File: config.mk
export PLATFORM = sky130hd
export DESIGN_NAME = ifetch
export DESIGN_NICKNAME = d
export VERILOG_FILES = /design/src/hdl/soc_map_pkg.sv /design/src/hdl/ifetch.sv
export SDC_FILE = /design/constraint.sdc
export NUM_CORES = 1
export LEC_CHECK = 0
export ABC_AREA = 1
export BUFFER_PORTS_ARGS = -buffer_cell sky130_fd_sc_hd__buf_2
export CAP_MARGIN = 20
export CELL_PAD_IN_SITES_DETAIL_PLACEMENT = 1
export CELL_PAD_IN_SITES_GLOBAL_PLACEMENT = 1
export CORE_MARGIN = 2
export CORE_UTILIZATION = 38
export DETAILED_ROUTE_END_ITERATION = 16
export GPL_TIMING_DRIVEN = 0
export PLACE_DENSITY_LB_ADDON = 0.1
export SLEW_MARGIN = 25
export SYNTH_ARGS = -nofsm -noshare
export SYNTH_HDL_FRONTEND = slang
export SYNTH_SLANG_ARGS = --single-unit
File: constraint.sdc
create_clock -name clk -period 2.45 [get_ports clk]
set_input_delay 0 -clock clk [delete_from_list [all_inputs] [get_ports clk]]
set_output_delay 0 -clock clk [all_outputs]
set_load 0.005 [all_outputs]
File: src/hdl/prog.hex
// one instruction word per line, line n holds byte address 4*n
ff000093  // addi x1, x0, -16     i/o window base, switch address
40000413  // addi x8, x0, 0x400
00840433  // add  x8, x8, x8      x8 = 0x800, too wide for an immediate
0000a103  // loop: lw x2, 0(x1)   s from the switches
00202823  // sw   x2, 16(x0)
01002183  // lw   x3, 16(x0)      reload through data memory
12318213  // addi x4, x3, 0x123
0040a223  // sw   x4, 4(x1)       led
10000293  // addi x5, x0, 0x100
0051a333  // slt  x6, x3, x5
00030863  // beq  x6, x0, high
ff918393  // addi x7, x3, -7
0070a423  // sw   x7, 8(x1)       segment value
fc000ce3  // beq  x0, x0, loop
0081e3b3  // high: or x7, x3, x8
0070a423  // sw   x7, 8(x1)       segment value
fc0006e3  // beq  x0, x0, loop

File: src/hdl/soc_map_pkg.sv
package soc_map_pkg;

    // ------------------------------
    // memory sizes
    // ------------------------------
    localparam int unsigned IMEM_WORDS = 64;
    localparam int unsigned IMEM_AW    = $clog2(IMEM_WORDS);
    localparam int unsigned DMEM_WORDS = 256;
    localparam int unsigned DMEM_AW    = $clog2(DMEM_WORDS);

    // ------------------------------
    // i/o window, last 16 bytes
    // ------------------------------
    // upper 28 address bits all ones
    localparam logic [27:0] IO_BASE_HI = 28'hFFF_FFFF;
    // byte offsets inside the window
    localparam logic [3:0] IO_SWITCH = 4'h0;
    localparam logic [3:0] IO_LED    = 4'h4;
    localparam logic [3:0] IO_SEG    = 4'h8;

    // clocks per enabled display digit
    localparam int unsigned SCAN_DIV   = 4;
    localparam int unsigned SCAN_DIV_W = $clog2(SCAN_DIV);

    // store strobes towards the output block, 34 bits
    typedef struct packed {
        logic        led_we;
        logic        seg_we;
        logic [31:0] wdata;
    } io_wr_t;

endpackage

File: src/hdl/ifetch.sv
module ifetch (
    input  logic        clk,
    input  logic        reset_i,
    input  logic        branch_taken_i,
    input  logic [31:0] imm_i,
    output logic [31:0] instr_o,
    output logic [31:0] pc_plus4_o
);

    import soc_map_pkg::*;

    logic [31:0] pc_q;
    logic [31:0] pc_next;
    logic [31:0] branch_target;

    // instruction rom, filled once at elaboration
    logic [31:0] rom [IMEM_WORDS];

    initial begin
        $readmemh("/design/src/hdl/prog.hex", rom);
    end

    // ------------------------------
    // next pc
    // ------------------------------
    assign pc_plus4_o    = pc_q + 32'd4;
    // b-type offset is already sign extended and byte aligned
    assign branch_target = pc_q + imm_i;
    assign pc_next       = branch_taken_i ? branch_target : pc_plus4_o;

    always_ff @(posedge clk) begin
        if (reset_i) begin
            pc_q <= '0;
        end else begin
            pc_q <= pc_next;
        end
    end

    // word index from pc, combinational read
    assign instr_o = rom[pc_q[IMEM_AW+1:2]];

endmodule

==> impl_metrics.ini, run 1 <==
[clock_tree]
clock_latency_ns = 0.28
clkTransAtPathRegs_ns = 0.06
cts_tree = yes
postCtsSetupBuffers = 0
cts-root-buf = clkbuf_16
cts.sink_count = 32
clockBufferDepth = 2
cts_buffers = 5
cts_hold_buf = 0
cts.htree.levels = 2

[worst_setup_path]
cp-end-kind = flip-flop
critPathKind = reg -> reg
worst-path-max-fanout = 3
required_ns = 2.63
cpLargestDelayFamily = simple AND/OR/NAND/NOR gates
cp_num_buf_inv = 3
cp_slowest_cell = fa_1
worst_setup_path_start_kind = flip-flop
crit_arrival_ns = 2.49
cp_cell_sequence = ha_4 > inv_1 > fa_1 > inv_2 > nand3_1 > nand3_2 > nand2_1 > nand2_1 > nand2_1 > nand2_2 > nand2_1 > nand3_1 > nand3_2 > nand2_1 > inv_1
path_common_cell = nand2_1
cpPeakStageDelay_ns = 0.41

[timing]
fmax_ghz = 0.4339
finalCriticalPeriod_ns = 2.305
final-max-slew-violation-count = 0
worst_pin_slew_ns = 0.8278
hold_slack_ns = 0.02574
period_share = 0.9408
slew_headroom = 0.4482
worst_slack_ns = 0.1451
finalSetupViolations = 0
hold_viol_final = 0
skew_ns = 0.006011
grt_setup_unrepaired = false

[placed_design]
dp_hpwl_mm = 14.93
dp_slack_ns = -0.2312
gp_congestion = 0.9659
io_buffer_count = 65

[finish]
antenna_cells = 0
area_delta_synth_final_pct = 17.93
largest_register_ff_count = 32
final_layout_size_suffix_gt1_frac = 0.1643
reg.largest.list = pc_q x32
finalNetCount = 992
top_register = pc_q

[synthesis]
synthCells = 821
ys_ff_latch = 32
synth_cell_types = 34
ys_seq_area_frac = 0.1378
syn_avg_cell_area_sq_um = 5.662
yosysWarnings = 0
netlist_area_sq_um = 4648

[status]
outcome = completed

[run]
maxCapViolCount = 0

[worst_hold_path]
hold_class = in -> reg

[floorplan]
dieArea_sq_um = 13130
initial_utilization = 0.3886
io_pins = 99
die_y_um = 114.6
placementRows = 40
die_w_um = 114.6
core_area_sq_um = 11960

[detailed_routing]
remaining_drc_errors = 0
avgViaCountPerCell = 4.973
drt_iter0_markers = 241
final_antenna_net_count = 0
wl_per_cell_um = 16.13
first_pass_iters = 5
vias = 5331
routed_wl_mm = 17.29

[global_route]
grt_util_all_layers = 0.2683
grt_remaining_overflow = 0
grt_first_pass_wirelength_mm = 27.38
antenna_found_initial = 0
grt_max_degree = 13
grt_pass1_vias = 5333

[power]
p_leak_nw = 3.309
peakVddDrop_uv = 228.8
power_density_nw_per_um2 = 488.4
cells in the mapped netlist, drive strengths merged:
cell	number	area [sq um]
nand2	266	1008
inv	152	570.5
nor2	75	339.1
nand3	73	385.4
buf	36	271.5
a21oi	32	160.2
dfxtp	32	640.6
ha	32	400.4
o21ai	29	145.1
xor2	18	157.7
o21bai	16	120.1
nor3	13	121.4
xnor2	11	103.9
clkbuf	8	30.03
nand4	8	50.05
nand3b	6	45.04
and2	3	18.77
or2	3	18.77
a21o	2	15.01
clkinv	2	7.510
o211ai	2	15.01
conb	1	3.750
fa	1	20.02
area by class of cell:
class	count	area [sq um]
Sequential cell	32	641.9
Inverter	154	578.1
Fill cell	1761	6480
Timing Repair Buffer	65	325.3
Buffer	44	301.5
Clock buffer	5	125.1
Multi-Input combinational cell	622	3279
Clock inverter	3	46.29
Tap cell	147	183.9
where the power goes:
part	switching, W	internal, W	total (W)
logic	0.000788	0.000459	0.00125
clock network	0.000252	0.000483	0.000735
registers	0.000111	0.000584	0.000695
cells in the final DEF (no fill, tap or decap), types with 2 or more instances in the layout:
master     Yosys  final
nor2_4         6      6
nor2_2         5      5
clkinv_1       2      2
clkbuf_16      0      5
o211ai_1       2      2
nand3_2        4      7
nand3_1       69     66
a21oi_1       32     32
dfxtp_1       32     31
buf_2          1     66
clkbuf_1       8      8
nand2_2        4      7
nor3_1         3      3
o21ai_1       11     11
and2_1         3      3
xor2_1        18     18
or2_1          3      3
nor2_1        64     64
nor3_2         9      9
xnor2_1       10     10
nand2_1      262    259
a21o_1         2      2
buf_4         34     34
nand3b_1       6      6
o21bai_1      16     16
nand4_1        8      8
conb_1         1     32
ha_1          32     31
inv_2          4      5
inv_1        148    147
o21ai_0       18     18
cells by family (layout without fill, tap and decap cells):
group | count (synthesis) | count (layout) | share of synthesized area
adder cells (fa/ha/maj) | 33 | 33 | 0.09044
flip-flops | 32 | 32 | 0.1378
AND/OR/NAND/NOR | 447 | 447 | 0.4275
buffers and inverters | 198 | 271 | 0.1892
other | 1 | 32 | 0.0008068
XOR/XNOR | 29 | 29 | 0.05626
AO/OA/AOI/OAI | 81 | 81 | 0.09798
what timing repair did:
item / CTS / global route
endpoints found under the hold margin: 0 / 0
endpoints found under the setup margin: 6 / 4
pin swaps: 0 / 1
gates resized for setup: 6 / 4
worst min-delay path: cells and delay by family:
| kind | cells | cell delay, ns |
|---|---|---|
| compound gates | 2 | 0.11 |
| buf+inv | 2 | 0.16 |
worst paths after layout:
path                        startpoint              endpoint  slack (ns)  cells past startpoint
setup / recovery  pc_q[0]$_SDFFE_PP0P_   pc_q[22]$_SDFF_PP0_        0.15                     15
hold / removal                 reset_i    pc_q[2]$_SDFF_PP0_        0.03                      4
setup reg to reg  pc_q[0]$_SDFFE_PP0P_   pc_q[22]$_SDFF_PP0_        0.15                     15
hold reg to reg   pc_q[0]$_SDFFE_PP0P_  pc_q[0]$_SDFFE_PP0P_        0.54                      2
stage by stage:
stage	std cells	total power (W)	TNS [ns]	cell area (sq um)	utilization
final	1072	0.002677	0	5482	0.4583
after global routing	1072	0.002876	0	5482	0.4583
after CTS	1072	0.002672	0	5460	0.4565
after detailed placement	1064	0.001925	-0.9397	5274	0.4409
after global placement	1064	0.001879	-0.5098	5274	0.4409
after floorplan	852	0.001507	0	4765	-
per-layer routing:
metal  part of all wire  track usage  wire length (um)
met4              0.018      0.06585               319
met3              0.049      0.01641               846
met5                  0            0                 0
met1               0.46       0.3717              8018
met2               0.47       0.4540              8107
(Power assumes the default switching activity.)
==> run 2, diff against run 1 <==
--- a/config.mk
+++ b/config.mk
@@ -10,6 +10,7 @@
 export CAP_MARGIN = 20
 export CELL_PAD_IN_SITES_DETAIL_PLACEMENT = 1
 export CELL_PAD_IN_SITES_GLOBAL_PLACEMENT = 1
+export CORE_ASPECT_RATIO = 1.5
 export CORE_MARGIN = 2
 export CORE_UTILIZATION = 38
 export DETAILED_ROUTE_END_ITERATION = 16
==> impl_metrics.ini, run 2 (synthesis results as in run 1) <==
[worst_setup_path]
crit_arrival_ns = 2.51
critPathKind = reg -> reg
required_ns = 2.68
r2r-start = pc_q[0]$_SDFFE_PP0P_
worst_setup_path_start_kind = flip-flop
cp-end-kind = flip-flop
cp_slowest_cell = fa_1
cpPeakStageDelay_ns = 0.41
worst-path-max-fanout = 4
cp_cell_sequence = ha_4 > inv_1 > fa_1 > inv_1 > nand3_1 > nand3_1 > nand2_1 > nand2_1 > nand2_1 > nand2_1 > xor2_1 > o21bai_1 > inv_1
path_common_cell = nand2_1
crit_start = pc_q[0]$_SDFFE_PP0P_

[finish]
final_layout_size_suffix_gt1_frac = 0.1589
stdcell_area_sq_um = 5445
area_delta_synth_final_pct = 17.15
antenna_cells = 0
layout.cells.most_common = nand2_1
largest_register_ff_count = 32
top_register = pc_q
n_fill_cell = 1793
regArea_sq_um = 644.4
reg.largest.list = pc_q x32
multi_input_comb_area_sq_um = 3259
final_cell_mix = nand2_1 (261), inv_1 (148), nand3_1 (69)
finalNetCount = 992

[detailed_routing]
avgViaCountPerCell = 5.032
wl_per_cell_um = 16.52
vias = 5424
routed_wl_mm = 17.81
remaining_drc_errors = 0
final_antenna_net_count = 0
first_pass_iters = 4
drt_iter0_markers = 187

[power]
peakVddDrop_uv = 329.6
finalPower_w = 0.002594
power_density_nw_per_um2 = 476.3
p_leak_nw = 3.289

[clock_tree]
cts-root-buf = clkbuf_16
cts_tree = yes
postCtsSetupBuffers = 0
clock_latency_ns = 0.28
cts_buffers = 5
clkTransAtPathRegs_ns = 0.06
cts.htree.levels = 2
clockBufferDepth = 2
cts.sink_count = 32

[timing]
slew_headroom = 0.5166
hold_viol_final = 0
period_share = 0.9320
finalCriticalPeriod_ns = 2.283
final-max-slew-violation-count = 0
setup_tns_ns = 0
skew_ns = 0.005392
fmax_ghz = 0.4380
grt_setup_unrepaired = false
worst_pin_slew_ns = 0.7251
finalSetupViolations = 0

[global_route]
grt_pass1_vias = 5729
grt_max_degree = 12
grt_util_all_layers = 0.2763
grt_remaining_overflow = 0
antenna_found_initial = 0
grt_first_pass_wirelength_mm = 28.08

[floorplan]
placementRows = 49
io_pins = 99
dieArea_sq_um = 13150
core_area_sq_um = 11960
die_y_um = 139.5
initial_utilization = 0.3888
die_w_um = 94.31

[placed_design]
gp_congestion = 0.9512
dp_hpwl_mm = 15.52
io_buffer_count = 65
placed_area_sq_um = 5281

[run]
maxCapViolCount = 0

[worst_hold_path]
hp-start = reset_i
hold_class = in -> reg

[status]
outcome = completed
run 2: report_power, final:
part | leakage, nW | switching [W] | internal, W
sequential | 0.267 | 0.000125 | 0.000585
combinational | 2.96 | 0.000798 | 0.000456
clock | 0.0671 | 0.000251 | 0.000379
run 2: repair_timing:
item,CTS,global route
setup endpoints to repair,0,9
hold buffers,0,0
resized for setup,0,6
run 2: stage by stage:
stage / setup slack, ns / utilization / hold WS (ns) / std cells
finish: 0.1667 / 0.4555 / 0.04495 / 1078
global route: 0.01201 / 0.4555 / 0.08794 / 1078
CTS: 0.05929 / 0.4539 / 0.04421 / 1078
detailed placement: 0.07584 / 0.4418 / 0.3422 / 1070
global placement: 0.1665 / 0.4418 / 0.3395 / 1070
floorplan: 0.5408 / - / 0.1562 / 852
run 2: routing by layer:
layer  GRT usage  wire length [um]
met5           0                 0
met1      0.2716              6234
met2      0.5323              9687
met4      0.1701              1294
met3     0.02815               592
run 2: final timing paths:
path	end	slack (ns)	depth (start not counted)
worst max-delay path	pc_q[12]$_SDFF_PP0_	0.17	13
worst min-delay path	pc_q[3]$_SDFF_PP0_	0.04	4
worst max register to register	pc_q[12]$_SDFF_PP0_	0.17	13
worst min register to register	pc_q[1]$_SDFFE_PP0P_	0.63	2
run 2: layout make-up:
type	count	share of cell area
Multi-Input combinational cell	622	0.5986
Clock buffer	6	0.02367
Tap cell	153	0.03516
Buffer	44	0.05538
Timing Repair Buffer	65	0.05974
Sequential cell	32	0.1183
Inverter	154	0.1062
Clock inverter	2	0.002987
run 2: worst max-delay path, delay by kind of cell (launching register included):
family,cells,cell delay (ns)
xor gates and xnor gates,1,0.33
buffers and inverters,3,0.24
adders and majority gates,2,0.57
DFF,1,0.36
and+or+nand+nor,6,0.65
AOI/OAI and AO/OA,1,0.10
